==> config.mk <==
export PLATFORM = sky130hd
export DESIGN_NAME = fetchUnit
export DESIGN_NICKNAME = d
export VERILOG_FILES = /design/src/logic/mipsPkg.sv /design/src/logic/fetchUnit.sv
export SDC_FILE = /design/constraint.sdc
export NUM_CORES = 1
export LEC_CHECK = 0
export ABC_AREA = 1
export BUFFER_PORTS_ARGS = -buffer_cell sky130_fd_sc_hd__buf_4
export CAP_MARGIN = 20
export CELL_PAD_IN_SITES_DETAIL_PLACEMENT = 1
export CELL_PAD_IN_SITES_GLOBAL_PLACEMENT = 1
export CORE_UTILIZATION = 40
export DETAILED_ROUTE_END_ITERATION = 10
export PLACE_DENSITY_LB_ADDON = 0.1
export SYNTH_ARGS = -nofsm -noshare
export SYNTH_HDL_FRONTEND = slang
export SYNTH_SLANG_ARGS = --single-unit
==> constraint.sdc <==
create_clock -name clk -period 5.8 [get_ports clk]
set_input_delay 0.29 -clock clk [delete_from_list [all_inputs] [get_ports clk]]
set_output_delay 0.29 -clock clk [all_outputs]
set_load 0.03 [all_outputs]
==> src/logic/mipsPkg.sv <==
package mipsPkg;

	//////////////////////////////////////////////////
	// opcodes
	//////////////////////////////////////////////////
	localparam logic [5:0] opRType = 6'b000000;
	localparam logic [5:0] opJ     = 6'b000010;
	localparam logic [5:0] opJal   = 6'b000011;
	localparam logic [5:0] opBeq   = 6'b000100;
	localparam logic [5:0] opBne   = 6'b000101;
	localparam logic [5:0] opAddiu = 6'b001001;
	localparam logic [5:0] opOri   = 6'b001101;
	localparam logic [5:0] opLui   = 6'b001111;
	localparam logic [5:0] opLw    = 6'b100011;
	localparam logic [5:0] opSb    = 6'b101000;
	localparam logic [5:0] opSw    = 6'b101011;

	// function codes, R-type only
	localparam logic [5:0] fnJr   = 6'b001000;
	localparam logic [5:0] fnMfhi = 6'b010000;
	localparam logic [5:0] fnMflo = 6'b010010;
	localparam logic [5:0] fnMult = 6'b011000;
	localparam logic [5:0] fnAddu = 6'b100001;
	localparam logic [5:0] fnSubu = 6'b100011;
	localparam logic [5:0] fnAnd  = 6'b100100;
	localparam logic [5:0] fnOr   = 6'b100101;
	localparam logic [5:0] fnSlt  = 6'b101010;

	//////////////////////////////////////////////////
	// control encodings
	//////////////////////////////////////////////////
	typedef enum logic [2:0] {aluAdd, aluSub, aluAnd, aluOr, aluSlt, aluLui} aluOpE;

	// what the execute stage hands on as the instruction result
	typedef enum logic [2:0] {resAlu, resMem, resHi, resLo, resLink} resultSrcE;

	typedef enum logic [1:0] {fwdRf, fwdMem, fwdWb} fwdSelE;

	// register-format view
	typedef struct packed {
		logic [5:0] op;
		logic [4:0] rs;
		logic [4:0] rt;
		logic [4:0] rd;
		logic [4:0] shamt;
		logic [5:0] funct;
	} rFieldsT;

	// immediate-format view, low 26 bits double as jump index
	typedef struct packed {
		logic [5:0] op;
		logic [4:0] rs;
		logic [4:0] rt;
		logic [15:0] imm;
	} iFieldsT;

	typedef union packed {
		rFieldsT r;
		iFieldsT i;
	} instrWord;

endpackage
==> src/logic/fetchUnit.sv <==
`timescale 1ns/10ps

module fetchUnit import mipsPkg::*; (
	input logic clk,
	input logic arstN,
	input logic stallF,
	input logic stallD,
	input logic branchTakenD,
	input logic jumpD,
	input logic jumpRegD,
	input logic [31:0] instrF,
	input logic [31:0] rsValueD,
	output logic [31:0] pcF,
	output logic [31:0] pcPlus4D,
	output instrWord instrD
);
	logic [31:0] pcPlus4F;
	logic [31:0] branchTargetD;
	logic [31:0] jumpTargetD;
	logic [31:0] pcNextF;

	assign pcPlus4F = pcF + 32'd4;
	// offset counts words from the delay slot
	assign branchTargetD = pcPlus4D + {{14{instrD.i.imm[15]}}, instrD.i.imm, 2'b00};
	// 26-bit index within the delay slot's 256MB region
	assign jumpTargetD = {pcPlus4D[31:28], instrD.i.rs, instrD.i.rt, instrD.i.imm, 2'b00};

	// decode redirects, fetch of the delay slot is already under way
	always_comb begin
		if (jumpRegD)
			pcNextF = rsValueD;
		else if (jumpD)
			pcNextF = jumpTargetD;
		else if (branchTakenD)
			pcNextF = branchTargetD;
		else
			pcNextF = pcPlus4F;
	end

	always_ff @(posedge clk or negedge arstN) begin
		if (!arstN)
			pcF <= 32'd0;
		else if (!stallF)
			pcF <= pcNextF;
	end

	// fetch/decode register, never flushed
	always_ff @(posedge clk or negedge arstN) begin
		if (!arstN)
			instrD <= '0;
		else if (!stallD)
			instrD <= instrF;
	end

	always_ff @(posedge clk) begin
		if (!stallD)
			pcPlus4D <= pcPlus4F;
	end
endmodule

==> results.md <==
* Outcome: complete, but fails checks
* Failing checks: design-rule violations
* Worst-Margin Slew at 1.04 ns
* Type of the worst min-delay path: input port to async pin
* Worst Reg-to-Reg Cells at 14
* Synth Warn # at 0
* Ys flop type: dfrtp_1
* Ys async rst share at 0.667
* Setup slack, reg-to-reg at 3.13 ns
* Leakage at 4.69 nW
* CTS tree: yes
* Clock Skews at 0.0164 ns
* Initial antenna violation count at 0
* Slew Limit Fails at 0
* Share of the synthesized area in the top cell type at 0.219
* Most frequent cells in the layout: 409 x nand2_1, 167 x buf_4, 120 x inv_1
* Hold-fix buffers, CTS at 0
* RD Place Congestion at 0.894
* RSZ-0062 raised after global routing: false
* EDFF count, synth at 32
* Post-CTS setup buffer count at 0
* Die X at 137 um
* Worst EP required at 6.04 ns
* Worst EP arrival at 2.91 ns
* Layout Nets at 1,322
* Most frequent CP cell: nand2_1
* Core box area at 17,900 um^2
* Most common cell after layout, fill and taps aside: nand2_1
* Antenna-violating nets left at 0
* Distinct cells, synth at 53
* Top cells by area, synth: dfrtp_1 22%, nand2_1 21%, edfxtp_1 13%, inv_1 6.2%, nor2_1 5.3%
* Period utilisation layout at 0.461
* Starting Density at 0.408
* Critical setup path kind: register to register
* Critical Path Start Type: register
* Gr usage total at 0.305
* Wirelength per Cell at 18.9 um
* Post-Syn Nets at 1,177
* Ant diodes at 0
* VDD IR max at 144 uV
* Root buf cell: clkbuf_16
* M1 WL at 12.7 mm
* Register area share after synthesis at 0.351
* CTS Buf Count at 9
* Area delta synth->final at 22.2%
* GR Overflow Total at 0
* Crit path time final at 2.67 ns
* Die area at 18,800 um^2
* Post-CTS Resized at 0
* Share of layout cells above drive strength 1 at 0.171
* Max layer used: met4
* I/O Buffers at 166
* Post-synthesis instance total at 1,075
* Routed met2 length at 12.9 mm
* IO Pins at 167
* Syn_area_per_cell at 6.80 um^2
* Cell Rows at 49
* Vias per cell at 5.30
* Largest net degree at the start of global routing at 68
* Reg2Reg Capture Point: pcF[24]
* Hold Vio Cnt, Final at 0
* DRC Markers at 2
* Endpoints failing setup at 0
* Die span in y at 137 um
* DRT iter0 DRCs at 443
* Post-DP HPWL at 20.8 mm
* Multi-input gate area at 4060 um^2
* First-pass GRT wire length at 42.6 mm
* Max stage delay on crit path at 0.48 ns
* H-tree depth at 3
* Setup WS post-layout at 3.13 ns
* Router iterations before antenna repair at 8
* Vias in the first global route at 7,751
* FF+latch area at 2560 um^2
* Crit path max fanout at 4
* Clk buf depth at 2
* Clk slew on worst S/H paths at 0.07 ns
* Dpl ws at 3.19 ns
* Critical Path, Cell by Cell: ha_1 -> fa_1 -> nand3_1 -> nand3_1 -> a21oi_1 -> inv_1 -> nand2_1 -> nand3_1 -> nand2_1 -> nand3_1 -> nand2_1 -> nand2_1 -> nand2_1 -> nand2_1
* Metal3 WL at 1.38 mm
* Skew-Pair Late Insertion Delay at 0.36 ns
* Leading area contributor after synthesis: dfrtp_1
* Final WL at 27.5 mm
* Maximum clock frequency at 374 MHz
* Worst r2r src: pcPlus4D[2]
* CP Capture Type: register
* Worst rel slew slack at 0.308
* Clk sinks at 96
* Synthesis-stage register bit count at 96
* Cell area after synthesis at 7310 um^2
* PwrDens at 274 nW/um^2
* Fill count at 2,393
* TNS Setup at 0 ns
* Max Cap Violations at 0
* Crit-path slowest cell: fa_1
* Via count at 7,705
## worst max-delay path: cells and delay by family, from the launching register on
kind | cells | cell delay (ns)
compound gates | 1 | 0.36
simple gates | 10 | 0.97
flops | 1 | 0.41
fa+ha+maj | 2 | 0.73
buf+inv | 1 | 0.07
## cell usage after synthesis, types with 2 or more instances
library cell / instances
a21oi_1: 62
a31oi_1: 2
and2_1: 2
buf_2: 4
buf_4: 2
clkbuf_1: 18
clkbuf_8: 4
dfrtp_1: 64
edfxtp_1: 32
ha_1: 30
inv_1: 120
inv_2: 2
nand2_1: 409
nand3_1: 59
nand3_4: 2
nand3b_1: 10
nand4_1: 9
nor2_1: 104
nor2_2: 4
nor2_4: 4
nor3_1: 11
nor3_2: 5
o211ai_1: 7
o21a_1: 3
o21ai_0: 35
o21ai_1: 10
o21ai_2: 3
o21bai_1: 6
o22ai_1: 2
xnor2_1: 7
xor2_1: 21
## layer usage
metal,up-vias,global-route usage
met5,-,0
met4,0,0.0720
met3,29,0.0422
met2,221,0.495
met1,3735,0.426
li1,3720,-
## worst max-delay path by stage
stage	start	end	slack, ns	cells after the start
3_3_place_gp	instrD[15]	pcF[27]	3.25	13
4_1_cts	pcPlus4D[2]	pcF[24]	3.17	14
5_1_grt	pcPlus4D[2]	pcF[24]	2.92	14
3_5_place_dp	instrD[15]	pcF[27]	3.19	13
2_1_floorplan	pcPlus4D[2]	pcF[24]	3.54	14
6_report	pcPlus4D[2]	pcF[24]	3.13	14
## state kept, by name, summed over array words and instances, names as in the netlist
signal and flops:
pcPlus4D 32, pcF 32, instrD 32
## stage by stage
step                      total power (W)  instance area, um^2  hold slack, ns   util  std cells
final                             0.00244                 8930          0.0504  0.499       1454
after global routing              0.00258                 8930           0.117  0.499       1454
after CTS                         0.00245                 8930          0.0883  0.499       1454
after detailed placement          0.00183                 8630           0.470  0.482       1438
after global placement            0.00181                 8630           0.467  0.482       1438
after floorplan                   0.00147                 7310        -0.00559      -       1075
## report_power, final
part | internal (W) | switching (W) | leakage (nW) | total, W
clock | 0.000333 | 0.000286 | 0.145 | 0.000619
combinational | 0.000320 | 0.000614 | 3.46 | 0.000934
sequential | 0.000783 | 0.000107 | 1.09 | 0.000890
## kinds of logic after synthesis
kind of cell / Yosys count / share of synthesized area
adder cells (fa/ha/maj): 31 / 0.0541
AND/OR/NAND/NOR: 628 / 0.364
XOR/XNOR: 29 / 0.0358
AO/OA/AOI/OAI: 135 / 0.102
flip-flops: 96 / 0.351
buffers and inverters: 156 / 0.0932
## area by class of cell
cell class / instances / area share
multi-input cells: 823 / 0.455
flip-flops and latches: 96 / 0.287
repair buffers: 167 / 0.140
inverters: 123 / 0.0517
well taps: 229 / 0.0321
clock buffers: 12 / 0.0300
clock inverters: 4 / 0.00378
(Power assumes the default switching activity.)
