**src/logic/mipsPkg.sv**
```systemverilog
package mipsPkg;

	//////////////////////////////////////////////////
	// opcodes
	//////////////////////////////////////////////////
	localparam logic [5:0] opRType = 6'b000000;
	localparam logic [5:0] opJ     = 6'b000010;
	localparam logic [5:0] opJal   = 6'b000011;
	localparam logic [5:0] opBeq   = 6'b000100;
	localparam logic [5:0] opBne   = 6'b000101;
	localparam logic [5:0] opAddiu = 6'b001001;
	localparam logic [5:0] opOri   = 6'b001101;
	localparam logic [5:0] opLui   = 6'b001111;
	localparam logic [5:0] opLw    = 6'b100011;
	localparam logic [5:0] opSb    = 6'b101000;
	localparam logic [5:0] opSw    = 6'b101011;

	// function codes, R-type only
	localparam logic [5:0] fnJr   = 6'b001000;
	localparam logic [5:0] fnMfhi = 6'b010000;
	localparam logic [5:0] fnMflo = 6'b010010;
	localparam logic [5:0] fnMult = 6'b011000;
	localparam logic [5:0] fnAddu = 6'b100001;
	localparam logic [5:0] fnSubu = 6'b100011;
	localparam logic [5:0] fnAnd  = 6'b100100;
	localparam logic [5:0] fnOr   = 6'b100101;
	localparam logic [5:0] fnSlt  = 6'b101010;

	//////////////////////////////////////////////////
	// control encodings
	//////////////////////////////////////////////////
	typedef enum logic [2:0] {aluAdd, aluSub, aluAnd, aluOr, aluSlt, aluLui} aluOpE;

	// what the execute stage hands on as the instruction result
	typedef enum logic [2:0] {resAlu, resMem, resHi, resLo, resLink} resultSrcE;

	typedef enum logic [1:0] {fwdRf, fwdMem, fwdWb} fwdSelE;

	// register-format view
	typedef struct packed {
		logic [5:0] op;
		logic [4:0] rs;
		logic [4:0] rt;
		logic [4:0] rd;
		logic [4:0] shamt;
		logic [5:0] funct;
	} rFieldsT;

	// immediate-format view, low 26 bits double as jump index
	typedef struct packed {
		logic [5:0] op;
		logic [4:0] rs;
		logic [4:0] rt;
		logic [15:0] imm;
	} iFieldsT;

	typedef union packed {
		rFieldsT r;
		iFieldsT i;
	} instrWord;

endpackage
```
**src/logic/hazardIf.sv**
```systemverilog
`timescale 1ns/10ps

interface hazardIf import mipsPkg::*; ();
	// source addresses
	logic [4:0] rsD;
	logic [4:0] rtD;
	logic [4:0] rsE;
	logic [4:0] rtE;
	// destinations per stage
	logic [4:0] writeRegE;
	logic [4:0] writeRegM;
	logic [4:0] writeRegW;
	logic regWriteE;
	logic regWriteM;
	logic regWriteW;
	logic loadE;
	logic loadM;
	// beq, bne or jr sitting in decode
	logic branchD;
	// answers from control
	logic stallF;
	logic stallD;
	logic flushE;
	logic fwdAD;
	logic fwdBD;
	fwdSelE fwdAE;
	fwdSelE fwdBE;

	modport pipe(
		output rsD, rtD, rsE, rtE, writeRegE, writeRegM, writeRegW,
		output regWriteE, regWriteM, regWriteW, loadE, loadM, branchD,
		input stallF, stallD, flushE, fwdAD, fwdBD, fwdAE, fwdBE
	);

	modport ctrl(
		input rsD, rtD, rsE, rtE, writeRegE, writeRegM, writeRegW,
		input regWriteE, regWriteM, regWriteW, loadE, loadM, branchD,
		output stallF, stallD, flushE, fwdAD, fwdBD, fwdAE, fwdBE
	);
endinterface

```
**src/logic/pipeControl.sv**
```systemverilog
`timescale 1ns/10ps

module pipeControl import mipsPkg::*; (
	input logic clk,
	input logic arstN,
	input instrWord instrD,
	hazardIf.ctrl hz,
	output logic regWriteD,
	output logic memWriteD,
	output logic aluSrcD,
	output logic regDstD,
	output aluOpE aluOpD,
	output resultSrcE resultSrcD,
	output logic branchD,
	output logic branchNeD,
	output logic jumpD,
	output logic jumpRegD,
	output logic linkD,
	output logic multD,
	output logic storeByteD
);
	logic usesRsD;
	logic usesRtD;
	logic rsHitE;
	logic rtHitE;
	logic rsHitM;
	logic rtHitM;
	logic useStall;
	logic branchStall;
	// destination of the load now in memory, zero when none
	logic [4:0] loadDstQ;

	//////////////////////////////////////////////////
	// instruction decode
	//////////////////////////////////////////////////
	always_comb begin
		regWriteD = 1'b0;
		memWriteD = 1'b0;
		aluSrcD = 1'b0;
		regDstD = 1'b0;
		aluOpD = aluAdd;
		resultSrcD = resAlu;
		branchD = 1'b0;
		branchNeD = 1'b0;
		jumpD = 1'b0;
		jumpRegD = 1'b0;
		linkD = 1'b0;
		multD = 1'b0;
		storeByteD = 1'b0;
		usesRsD = 1'b1;
		usesRtD = 1'b0;
		case (instrD.r.op)
			opRType: begin
				// most R-types write rd, mult and jr clear it below
				regWriteD = 1'b1;
				regDstD = 1'b1;
				usesRtD = 1'b1;
				case (instrD.r.funct)
					fnAddu: aluOpD = aluAdd;
					fnSubu: aluOpD = aluSub;
					fnAnd: aluOpD = aluAnd;
					fnOr: aluOpD = aluOr;
					fnSlt: aluOpD = aluSlt;
					fnMfhi: resultSrcD = resHi;
					fnMflo: resultSrcD = resLo;
					fnMult: begin
						regWriteD = 1'b0;
						multD = 1'b1;
					end
					fnJr: begin
						regWriteD = 1'b0;
						jumpRegD = 1'b1;
					end
					// sll-encoded nop and anything unknown
					default: regWriteD = 1'b0;
				endcase
			end
			opAddiu, opOri, opLui, opLw: begin
				regWriteD = 1'b1;
				aluSrcD = 1'b1;
				if (instrD.i.op == opOri)
					aluOpD = aluOr;
				if (instrD.i.op == opLui)
					aluOpD = aluLui;
				if (instrD.i.op == opLw)
					resultSrcD = resMem;
			end
			opSw, opSb: begin
				memWriteD = 1'b1;
				aluSrcD = 1'b1;
				usesRtD = 1'b1;
				storeByteD = (instrD.i.op == opSb);
			end
			opBeq, opBne: begin
				branchD = (instrD.i.op == opBeq);
				branchNeD = (instrD.i.op == opBne);
				usesRtD = 1'b1;
			end
			opJ, opJal: begin
				// rs and rt bits are part of the jump index here
				jumpD = 1'b1;
				usesRsD = 1'b0;
				linkD = (instrD.i.op == opJal);
				regWriteD = (instrD.i.op == opJal);
				if (instrD.i.op == opJal)
					resultSrcD = resLink;
			end
			default: usesRsD = 1'b0;
		endcase
	end

	//////////////////////////////////////////////////
	// stalls
	//////////////////////////////////////////////////
	assign rsHitE = usesRsD && hz.regWriteE && (hz.writeRegE != 5'd0)
		&& (hz.writeRegE == hz.rsD);
	assign rtHitE = usesRtD && hz.regWriteE && (hz.writeRegE != 5'd0)
		&& (hz.writeRegE == hz.rtD);
	assign rsHitM = usesRsD && (loadDstQ != 5'd0) && (loadDstQ == hz.rsD);
	assign rtHitM = usesRtD && (loadDstQ != 5'd0) && (loadDstQ == hz.rtD);

	// load-use, one bubble
	assign useStall = hz.loadE && (rsHitE || rtHitE);
	// branch compare in decode needs the value a cycle earlier
	// load data never forwards into decode, so wait till writeback
	assign branchStall = hz.branchD && (rsHitE || rtHitE || rsHitM || rtHitM);

	assign hz.stallF = useStall || branchStall;
	assign hz.stallD = useStall || branchStall;
	assign hz.flushE = useStall || branchStall;

	// execute never stalls, so the load simply moves on each edge
	always_ff @(posedge clk or negedge arstN) begin
		if (!arstN)
			loadDstQ <= 5'd0;
		else if (hz.loadE && hz.regWriteE)
			loadDstQ <= hz.writeRegE;
		else
			loadDstQ <= 5'd0;
	end

	//////////////////////////////////////////////////
	// forwarding
	//////////////////////////////////////////////////
	// memory result only, writeback goes through the regfile bypass
	assign hz.fwdAD = hz.regWriteM && !hz.loadM && (hz.writeRegM != 5'd0)
		&& (hz.writeRegM == hz.rsD);
	assign hz.fwdBD = hz.regWriteM && !hz.loadM && (hz.writeRegM != 5'd0)
		&& (hz.writeRegM == hz.rtD);

	// youngest producer wins
	function automatic fwdSelE pickFwd(input logic [4:0] src);
		if (hz.regWriteM && (hz.writeRegM != 5'd0) && (hz.writeRegM == src))
			return fwdMem;
		if (hz.regWriteW && (hz.writeRegW != 5'd0) && (hz.writeRegW == src))
			return fwdWb;
		return fwdRf;
	endfunction

	assign hz.fwdAE = pickFwd(hz.rsE);
	assign hz.fwdBE = pickFwd(hz.rtE);
endmodule

```
**src/flat_wrapper.sv**
```systemverilog
// flat-port wrapper written by rule: the top's interface ports become plain ports
module pipeControl_flat import mipsPkg::*;
  (clk, arstN, instrD, regWriteD, memWriteD, aluSrcD, regDstD, aluOpD, resultSrcD, branchD, branchNeD, jumpD, jumpRegD, linkD, multD, storeByteD, hz_rsD, hz_rtD, hz_rsE, hz_rtE, hz_writeRegE, hz_writeRegM, hz_writeRegW, hz_regWriteE, hz_regWriteM, hz_regWriteW, hz_loadE, hz_loadM, hz_branchD, hz_stallF, hz_stallD, hz_flushE, hz_fwdAD, hz_fwdBD, hz_fwdAE, hz_fwdBE);
  hazardIf hz_i ();
  input logic clk;
  input logic arstN;
  input instrWord instrD;
  output logic regWriteD;
  output logic memWriteD;
  output logic aluSrcD;
  output logic regDstD;
  output aluOpE aluOpD;
  output resultSrcE resultSrcD;
  output logic branchD;
  output logic branchNeD;
  output logic jumpD;
  output logic jumpRegD;
  output logic linkD;
  output logic multD;
  output logic storeByteD;
  input wire logic [$bits(hz_i.rsD)-1:0] hz_rsD;
  input wire logic [$bits(hz_i.rtD)-1:0] hz_rtD;
  input wire logic [$bits(hz_i.rsE)-1:0] hz_rsE;
  input wire logic [$bits(hz_i.rtE)-1:0] hz_rtE;
  input wire logic [$bits(hz_i.writeRegE)-1:0] hz_writeRegE;
  input wire logic [$bits(hz_i.writeRegM)-1:0] hz_writeRegM;
  input wire logic [$bits(hz_i.writeRegW)-1:0] hz_writeRegW;
  input wire logic [$bits(hz_i.regWriteE)-1:0] hz_regWriteE;
  input wire logic [$bits(hz_i.regWriteM)-1:0] hz_regWriteM;
  input wire logic [$bits(hz_i.regWriteW)-1:0] hz_regWriteW;
  input wire logic [$bits(hz_i.loadE)-1:0] hz_loadE;
  input wire logic [$bits(hz_i.loadM)-1:0] hz_loadM;
  input wire logic [$bits(hz_i.branchD)-1:0] hz_branchD;
  output wire logic [$bits(hz_i.stallF)-1:0] hz_stallF;
  output wire logic [$bits(hz_i.stallD)-1:0] hz_stallD;
  output wire logic [$bits(hz_i.flushE)-1:0] hz_flushE;
  output wire logic [$bits(hz_i.fwdAD)-1:0] hz_fwdAD;
  output wire logic [$bits(hz_i.fwdBD)-1:0] hz_fwdBD;
  output wire logic [$bits(hz_i.fwdAE)-1:0] hz_fwdAE;
  output wire logic [$bits(hz_i.fwdBE)-1:0] hz_fwdBE;
  assign hz_i.rsD = hz_rsD;
  assign hz_i.rtD = hz_rtD;
  assign hz_i.rsE = hz_rsE;
  assign hz_i.rtE = hz_rtE;
  assign hz_i.writeRegE = hz_writeRegE;
  assign hz_i.writeRegM = hz_writeRegM;
  assign hz_i.writeRegW = hz_writeRegW;
  assign hz_i.regWriteE = hz_regWriteE;
  assign hz_i.regWriteM = hz_regWriteM;
  assign hz_i.regWriteW = hz_regWriteW;
  assign hz_i.loadE = hz_loadE;
  assign hz_i.loadM = hz_loadM;
  assign hz_i.branchD = hz_branchD;
  assign hz_stallF = hz_i.stallF;
  assign hz_stallD = hz_i.stallD;
  assign hz_flushE = hz_i.flushE;
  assign hz_fwdAD = hz_i.fwdAD;
  assign hz_fwdBD = hz_i.fwdBD;
  assign hz_fwdAE = hz_i.fwdAE;
  assign hz_fwdBE = hz_i.fwdBE;
  pipeControl u_core (.clk(clk), .arstN(arstN), .instrD(instrD), .hz(hz_i), .regWriteD(regWriteD), .memWriteD(memWriteD), .aluSrcD(aluSrcD), .regDstD(regDstD), .aluOpD(aluOpD), .resultSrcD(resultSrcD), .branchD(branchD), .branchNeD(branchNeD), .jumpD(jumpD), .jumpRegD(jumpRegD), .linkD(linkD), .multD(multD), .storeByteD(storeByteD));
endmodule
```
**config.mk**
```make
export PLATFORM = sky130hd
export DESIGN_NAME = pipeControl_flat
export DESIGN_NICKNAME = d
export VERILOG_FILES = /design/src/logic/mipsPkg.sv /design/src/logic/hazardIf.sv /design/src/logic/pipeControl.sv /design/src/flat_wrapper.sv
export SDC_FILE = /design/constraint.sdc
export NUM_CORES = 1
export LEC_CHECK = 0
export ABC_CLOCK_PERIOD_IN_PS = 3000
export BUFFER_PORTS_ARGS = -buffer_cell sky130_fd_sc_hd__buf_2
export CAP_MARGIN = 20
export CORE_AREA = 4 4 61 63
export CTS_CLUSTER_DIAMETER = 150
export DETAILED_ROUTE_END_ITERATION = 10
export DIE_AREA = 0 0 65 67
export PLACE_DENSITY = 0.8
export RECOVER_POWER = 25
export SYNTH_ARGS = -nofsm -noshare
export SYNTH_HDL_FRONTEND = slang
export SYNTH_SLANG_ARGS = --single-unit
export TNS_END_PERCENT = 20
```
**constraint.sdc**
```tcl
create_clock -name clk -period 3 [get_ports clk]
set_input_delay 0.6 -clock clk [delete_from_list [all_inputs] [get_ports clk]]
set_output_delay 0.6 -clock clk [all_outputs]
set_load 0.01 [all_outputs]
```
==> results by group, run 1 <==
Synth
  • Main synth FF type: dfrtp_1
  • Top cell type's share of synthesized area: 0.2322
  • Post-synthesis compound-gate area fraction: 0.1106
  • Register bit total from synthesis: 5
  • Largest family of logic cells by synthesized area: XOR/XNOR gates
  • Synth Area in XOR/XNOR: 0.3729
  • Cell Area, Synth: 1245 um^2
  • Post-Synth Adder-Cell Area: 0
  • Distinct cells, synth: 41
  • Simple-Gate Fraction of Synth Area: 0.3437
  • Syn nets: 240
  • Synthesized instance count: 165
  • Asr flop ratio synth: 1.000
  • Number of synthesized flops with an enable pin: 0
  • Ranking of synthesized cells by area: xor2_1 23%, xnor2_1 14%, dfrtp_1 10%
  • Yosys Warn Count: 0
  • Biggest area consumer among synthesized cells: xor2_1
  • Multiplexer share of the synthesized area: 0
  • Syn_area_per_cell: 7.545 um^2
  • Register area share after synthesis: 0.1005

Finish
  • FILL cells: 356
  • Multi-input logic area: 1030 um^2
  • Largest Register: u_core.loadDstQ
  • Commonest non-fill, non-tap cell in the layout: buf_2
  • Finished Cell Area: 1663 um^2
  • Layout cells sized above 1: 0.3739
  • Diodes inserted: 0
  • Max FFs per register: 5
  • Util after Layout: 0.5145
  • Synth-to-layout area growth: 33.57%
  • Biggest registers after layout: u_core.loadDstQ x5
  • Most frequent cells in the layout: 75 x buf_2, 33 x xor2_1, 20 x xnor2_1
  • Nets: 314
  • Sequential Area: 125.1 um^2

Worst setup path
  • Max incr delay on CP: 550 ps
  • Worst path cell trace: buf_2 -> nor2_4 -> nand3_2 -> or3_1 -> or4b_4 -> o21ai_2 -> buf_2
  • Critical path's top delay family: simple AND/OR/NAND/NOR gates
  • WP data required: 2400 ps
  • Worst path arrival time: 2160 ps
  • Worst path slowest cell: or4b_4
  • Crit path kind: primary input to primary output
  • Worst path most repeated cell: buf_2
  • CP Max Fanout: 10
  • CP endpoint kind: primary output
  • CP bufs+invs: 2
  • Startpoint types: primary input

Die
  • Boundary Pins: 101
  • Core area: 3232 um^2
  • Die ar.: 4355 um^2
  • Initial Utilization: 0.3852
  • Row count: 21
  • Die X: 65 um
  • Die height: 67 um

Placement
  • I/O Buffers: 80
  • Pre-CTS WS: 235.9 ps
  • Hpwl dp: 3086 um
  • Area after DPL: 1643 um^2
  • Final GP Congestion: 0.8702

Timing
  • Final WS setup: 237.7 ps
  • Slew @ Worst Pin: 360.1 ps
  • Fmax: 362.0 MHz
  • Slew Limit Fails: 0
  • Hold Vio Cnt, Final: 0
  • Setup_tns: 0 ps
  • RSZ-0062 raised after global routing: false
  • Worst slew margin: 0.7577
  • Setup-failing EPs final: 0
  • Final worst path period need: 2762 ps
  • Fin crit share: 0.9208

CTS
  • TritonCTS clock tree: yes
  • H-tree depth: 1
  • Clock Pin Slew Worst Setup and Hold Paths: 40 ps
  • CTS max path bufs: 2
  • Setup Buffers After CTS: 0
  • PostCTS Resize Cnt: 0
  • Cts hold-fix bufs: 0
  • Clock Tree Root: clkbuf_4
  • Clock Sink Count: 5
  • Num CTS Buffers: 3

GRT
  • Number of global-route vias before repair: 1351
  • GRT Overall Usage: 0.1658
  • Initial antenna violation count: 0
  • Largest net degree at the start of global routing: 13
  • First-pass GRT wire length: 5844 um
  • Global route overflow: 0

Power and ir drop
  • Power Total: 0.0003237 W
  • Max IR drop VDD: 0.0001694 V
  • Cell Pwr Density: 194.6 nW/um^2
  • Leakage power: 0.8233 nW

Detailed routing
  • Vias/cell: 5.004
  • Via count of the routed design: 1421
  • Iter 0 DRT Violations: 38
  • Wire length per cell after detailed routing: 12.59 um
  • Antenna viol nets, final: 0
  • Post-Route WL: 3576 um
  • DRC Markers: 0
  • First-pass DRT Iterations: 4

Run
  • Max Cap Violations: 0

Run status
  • Outcome: completed

Worst hold path
  • HP Class: primary input to asynchronous set/reset pin
==> cell usage after synthesis, drive strengths merged, types with 2 or more instances <==
| cell type | n |
|---|---|
| nor2b | 2 |
| and3 | 6 |
| inv | 6 |
| nor3 | 4 |
| buf | 6 |
| xor2 | 33 |
| nand4 | 2 |
| nor4 | 11 |
| and2 | 3 |
| clkbuf | 6 |
| a22o | 2 |
| nand3 | 11 |
| nand3b | 3 |
| nor2 | 7 |
| dfrtp | 5 |
| or3 | 2 |
| o21ai | 5 |
| a21oi | 6 |
| nand2 | 6 |
| xnor2 | 20 |
| or4 | 7 |
==> report_power, final <==
part           switching [W]  internal [W]  leakage [nW]
clock              0.0000266     0.0000502        0.0150
combinational      0.0000922     0.0000815         0.741
sequential        0.00000288     0.0000703        0.0673
==> final cells by class <==
| class | count | area share |
|---|---|---|
| multi-input cells | 142 | 0.6193 |
| well taps | 46 | 0.03461 |
| clock buffers | 4 | 0.01580 |
| repair buffers | 81 | 0.2415 |
| inverters | 6 | 0.01354 |
| flip-flops and latches | 5 | 0.07524 |
==> kinds of logic after synthesis <==
group | count (synthesis)
DFF | 5
buffers and inverters | 18
and+or+nand+nor | 69
xor gates and xnor gates | 53
AOI/OAI and AO/OA | 20
==> per-stage QoR <==
stage	instances	hold WS (ps)
after global routing	284	234.6
after floorplan	165	304.4
after detailed placement	280	419.5
after CTS	284	156.1
after global placement	280	416.0
final	284	199.9
==> metal layers <==
| metal | GRT usage | vias to the layer above | routed length, um |
|---|---|---|---|
| met2 | 0.3001 | 44 | 1788 |
| met3 | 0.01518 | 0 | 215 |
| li1 | - | 735 | - |
| met5 | 0 | - | 0 |
| met4 | 0.03958 | 0 | 0 |
| met1 | 0.2098 | 642 | 1572 |
==> worst paths after layout <==
path | from | end | slack (ps) | cells after the start
hold / removal | arstN | u_core.loadDstQ[2] | 200 | 1
max in group asynchronous | arstN | u_core.loadDstQ[3] | 2580 | 1
min in group clk | hz_loadE | u_core.loadDstQ[4] | 660 | 2
setup / recovery | instrD[29] | resultSrcD[0] | 240 | 7
No activity file was read; power rests on OpenSTA's default activity.
==> run 2, diff against run 1 <==
Settings changed: ABC_AREA set to 1, CORE_AREA 4 4 61 63 to 4 4 63 65, DIE_AREA 0 0 65 67 to 0 0 67 69, PLACE_DENSITY 0.8 to 0.79.
==> results by group, run 2 <==
Run status
  • Outcome: completed

CTS
  • CTS max path bufs: 2
  • TritonCTS clock tree: yes
  • Cts hold-fix bufs: 0
  • H-tree depth: 1
  • PostCTS Resize Cnt: 0
  • Clock Tree Root: clkbuf_4
  • Num CTS Buffers: 3
  • Clock Sink Count: 5
  • Clock Pin Slew Worst Setup and Hold Paths: 40 ps
  • Setup Buffers After CTS: 0

Synth
  • Distinct cells, synth: 27
  • Syn_area_per_cell: 5.711 um^2
  • Cell Area, Synth: 1336 um^2
  • Synthesized instance count: 234
  • Asr flop ratio synth: 1.000
  • Register area share after synthesis: 0.09363
  • Register bit total from synthesis: 5
  • Number of synthesized flops with an enable pin: 0
  • Top-count cell post-synth: nand2_1
  • Ranking of synthesized cells by area: nand2_1 15%, xnor2_1 13%, xor2_1 10%
  • Main synth FF type: dfrtp_1
  • Yosys Warn Count: 0
  • Biggest area consumer among synthesized cells: nand2_1
  • Top cell type's share of synthesized area: 0.1489
  • Post-synth top cells: 53 x nand2_1, 36 x inv_1, 32 x nor2_1
  • Syn nets: 309

Timing
  • RSZ-0062 raised after global routing: false
  • Worst slew margin: 0.7197
  • Slew @ Worst Pin: 416.5 ps
  • Setup_tns: 0 ps
  • Setup-failing EPs final: 0
  • Final worst path period need: 2298 ps
  • Slew Limit Fails: 0
  • Fmax: 435.2 MHz
  • Hold Vio Cnt, Final: 0
  • Fin crit share: 0.7659

Detailed routing
  • Antenna viol nets, final: 0
  • Routed met3 length: 266 um
  • Iter 0 DRT Violations: 46
  • Post-Route WL: 3831 um
  • Via count of the routed design: 1626
  • Met2 routed WL: 1910 um
  • Post-Route M1 WL: 1638 um
  • DRC Markers: 0
  • Max layer used: met4
  • First-pass DRT Iterations: 4
  • Wire length per cell after detailed routing: 10.76 um
  • Vias/cell: 4.567

Worst setup path
  • CP endpoint kind: primary output
  • Startpoint types: primary input
  • Worst path most repeated cell: nand2_2
  • Worst path slowest cell: a21oi_1
  • Crit path kind: primary input to primary output
  • Critical path's top delay family: simple AND/OR/NAND/NOR gates
  • WP data required: 2400 ps
  • CP bufs+invs: 3
  • CP Max Fanout: 4
  • Worst path cell trace: buf_2 -> inv_1 -> nand2_2 -> a21oi_1 -> nand2_2 -> nand2_2 -> nor2_1 -> nor2_1 -> nand2_1 -> nand2_1 -> buf_2
  • Worst path arrival time: 1700 ps
  • Max incr delay on CP: 160 ps

Finish
  • Layout cells sized above 1: 0.3065
  • FILL cells: 360
  • Diodes inserted: 0
  • Max FFs per register: 5
  • Largest Register: u_core.loadDstQ
  • Synth-to-layout area growth: 32.49%
  • Biggest registers after layout: u_core.loadDstQ x5
  • Nets: 386
  • Util after Layout: 0.5306
  • Most frequent cells in the layout: 78 x buf_2, 53 x nand2_1, 36 x inv_1
  • Commonest non-fill, non-tap cell in the layout: buf_2

Die
  • Die ar.: 4623 um^2
  • Core area: 3337 um^2
  • Initial Utilization: 0.4005
  • Die X: 67 um
  • Row count: 21
  • Die height: 69 um
  • Boundary Pins: 101

Placement
  • Final GP Congestion: 0.8255
  • Hpwl dp: 3411 um
  • I/O Buffers: 80

Worst hold path
  • HP Class: primary input to asynchronous set/reset pin

GRT
  • GRT Overall Usage: 0.1656
  • Global route overflow: 0
  • Initial antenna violation count: 0
  • Number of global-route vias before repair: 1545
  • Largest net degree at the start of global routing: 8
  • First-pass GRT wire length: 6465 um

Run
  • Max Cap Violations: 0

Power and ir drop
  • Cell Pwr Density: 184.6 nW/um^2
  • Leakage power: 1.058 nW
  • Max IR drop VDD: 0.0001884 V
  • Power Total: 0.0003268 W
[run 2: changes by cell type after synthesis, sizes merged, moves of 5 or more]
| cell | before | now |
|---|---|---|
| nor2 | 7 | 35 |
| clkbuf | 6 | 0 |
| inv | 6 | 39 |
| nor4 | 11 | 4 |
| or4 | 7 | 0 |
| and3 | 6 | 0 |
| xor2 | 33 | 16 |
| nand4 | 2 | 7 |
| nand2 | 6 | 58 |
[run 2: area by class of cell]
type / count / area (um^2) / share of cell area
sequential: 5 / 125.1 / 0.07067
multi-input combinational: 182 / 1017 / 0.5746
timing repair buffer: 80 / 397.9 / 0.2247
inverter: 39 / 146.4 / 0.08269
clock buffer: 4 / 26.28 / 0.01484
tap: 46 / 57.56 / 0.03251
[run 2: routing by layer]
metal,global-route usage,vias up
met5,0,-
met4,0.02928,0
met3,0.02435,4
met2,0.2915,47
met1,0.2104,694
li1,-,881
[run 2: final timing paths]
path                                 start                  to  slack (ps)  cells after the start
max                             instrD[30]           hz_flushE         700                     11
min                                  arstN  u_core.loadDstQ[2]         200                      1
max in group asynchronous            arstN  u_core.loadDstQ[4]        2590                      1
min in group clk           hz_writeRegE[4]  u_core.loadDstQ[4]         630                      3
[run 2: cell families after synthesis]
family,count (synthesis),share of synthesized area
AO/OA/AOI/OAI,17,0.07772
XOR/XNOR,36,0.2360
buffers and inverters,47,0.1451
flip-flops,5,0.09363
AND/OR/NAND/NOR,129,0.4476
[run 2: metrics by stage]
| step | hold WS (ps) | cell area (um^2) | worst slack [ps] | std cells |
|---|---|---|---|---|
| after floorplan | 304.4 | 1336 | 823.9 | 234 |
| after global placement | 416.2 | 1747 | 704.0 | 352 |
| after detailed placement | 415.1 | 1747 | 686.3 | 352 |
| after CTS | 162.4 | 1773 | 683.5 | 356 |
| after global routing | 222.9 | 1770 | 519.5 | 356 |
| final | 204.8 | 1770 | 702.3 | 356 |
[run 2: power breakdown]
group	switching (W)	total [W]	internal (W)
registers	0.00000288	0.0000732	0.0000704
clock network	0.0000240	0.0000741	0.0000501
logic	0.0000999	0.000179	0.0000795
==> run 3, diff against run 2 <==
Settings changed: ABC_CLOCK_PERIOD_IN_PS 3000 to 2100, CORE_AREA 4 4 63 65 to 4 4 66 68, DIE_AREA 0 0 67 69 to 0 0 70 72, PLACE_DENSITY 0.79 to 0.75.
Clock period 3 ns to 2.1 ns, I/O delays scaled along.
==> results by group, run 3 (synthesis results as in run 2) <==
GRT
  • Global route overflow: 0
  • Initial antenna violation count: 0
  • Number of global-route vias before repair: 1563
  • GRT Overall Usage: 0.1533
  • First-pass GRT wire length: 6534 um
  • Largest net degree at the start of global routing: 8

Timing
  • Worst slew margin: 0.7084
  • Fmax: 523.3 MHz
  • Hold Vio Cnt, Final: 0
  • Slew @ Worst Pin: 433.5 ps
  • RSZ-0062 raised after global routing: false
  • Final worst path period need: 1911 ps
  • Fin crit share: 0.9099
  • Slew Limit Fails: 0
  • Setup-failing EPs final: 0
  • Setup_tns: 0 ps

CTS
  • TritonCTS clock tree: yes
  • Setup Buffers After CTS: 0
  • Cts hold-fix bufs: 0
  • Clock Pin Slew Worst Setup and Hold Paths: 40 ps
  • Clock Tree Root: clkbuf_8
  • PostCTS Resize Cnt: 0
  • CTS max path bufs: 2
  • Clock Sink Count: 5
  • H-tree depth: 1
  • Num CTS Buffers: 3

Finish
  • FILL cells: 427
  • Biggest registers after layout: u_core.loadDstQ x5
  • Nets: 387
  • Diodes inserted: 0
  • Most frequent cells in the layout: 78 x buf_2, 53 x nand2_1, 36 x inv_1
  • Largest Register: u_core.loadDstQ
  • Layout cells sized above 1: 0.3087
  • Max FFs per register: 5
  • Commonest non-fill, non-tap cell in the layout: buf_2
  • Synth-to-layout area growth: 34.83%

Detailed routing
  • Antenna viol nets, final: 0
  • First-pass DRT Iterations: 6
  • Max layer used: met4
  • Wire length per cell after detailed routing: 11.08 um
  • Post-Route M1 WL: 1619 um
  • Via count of the routed design: 1694
  • DRC Markers: 0
  • Met2 routed WL: 1990 um
  • Routed met3 length: 366 um
  • Iter 0 DRT Violations: 64
  • Vias/cell: 4.693
  • Post-Route WL: 4000 um

Placement
  • I/O Buffers: 80
  • Final GP Congestion: 0.9054
  • Hpwl dp: 3496 um

Worst setup path
  • Startpoint types: primary input
  • Worst path arrival time: 1490 ps
  • Crit path kind: primary input to primary output
  • CP Max Fanout: 6
  • WP data required: 1680 ps
  • CP endpoint kind: primary output

Die
  • Die X: 70 um
  • Boundary Pins: 101
  • Initial Utilization: 0.3465
  • Die ar.: 5040 um^2
  • Row count: 23
  • Core area: 3856 um^2
  • Die height: 72 um

Power and ir drop
  • Leakage power: 1.071 nW
  • Max IR drop VDD: 0.0001651 V
  • Power Total: 0.0005388 W
  • Cell Pwr Density: 299.0 nW/um^2

Run status
  • Outcome: completed

Run
  • Max Cap Violations: 0

Worst hold path
  • HP Class: primary input to asynchronous set/reset pin
## run 3: cell count changes in the layout (fill, tap and decap cells not counted)
cell,delta
buf_4,+1
clkbuf_8,+3
clkbuf_4,-3
## run 3: area by class of cell
class | instances | area (um^2) | area share
clock buffers | 4 | 45.04 | 0.02500
multi-input cells | 182 | 1017 | 0.5646
inverters | 39 | 146.4 | 0.08125
repair buffers | 81 | 405.4 | 0.2250
flip-flops and latches | 5 | 125.1 | 0.06944
well taps | 50 | 62.56 | 0.03472
## run 3: worst max-delay path, cell delays in order
cell	delay [ps]
buf_2	160
inv_1	80
nor2_1	200
nand2_2	120
nand2_2	100
nor2_1	40
nor2_1	80
nand2_1	60
nand2_1	100
buf_2	140
## run 3: per-stage QoR
stage	instance area [um^2]	instances	setup slack (ps)	utilization	hold WS [ps]
global placement	1759	357	193.9	0.4562	232.2
global route	1802	361	58.22	0.4672	51.94
detailed placement	1759	357	170.2	0.4562	233.9
floorplan	1336	234	283.9	-	124.4
finish	1802	361	189.2	0.4672	34.43
CTS	1804	361	166.2	0.4679	1.887
## run 3: power by group
group	switching, W	internal, W	leakage [nW]
registers	0.00000450	0.000101	0.0673
logic	0.000143	0.000114	0.981
clock network	0.0000464	0.000130	0.0228
## run 3: worst max path at each step
stage,start,endpoint,slack [ps],cells past startpoint
after detailed placement,instrD[30],hz_stallD,170,11
after CTS,instrD[30],hz_stallD,170,11
after global placement,instrD[26],hz_stallD,190,11
after floorplan,hz_writeRegM[3],hz_fwdAE[1],280,4
final,instrD[29],hz_stallD,190,10
after global routing,instrD[29],hz_stallD,60,10
## run 3: routing by layer
metal  GRT usage  vias up
met1      0.1819      727
met4     0.03617        0
li1            -      887
met3     0.02493        6
met5           0        -
met2      0.2886       74
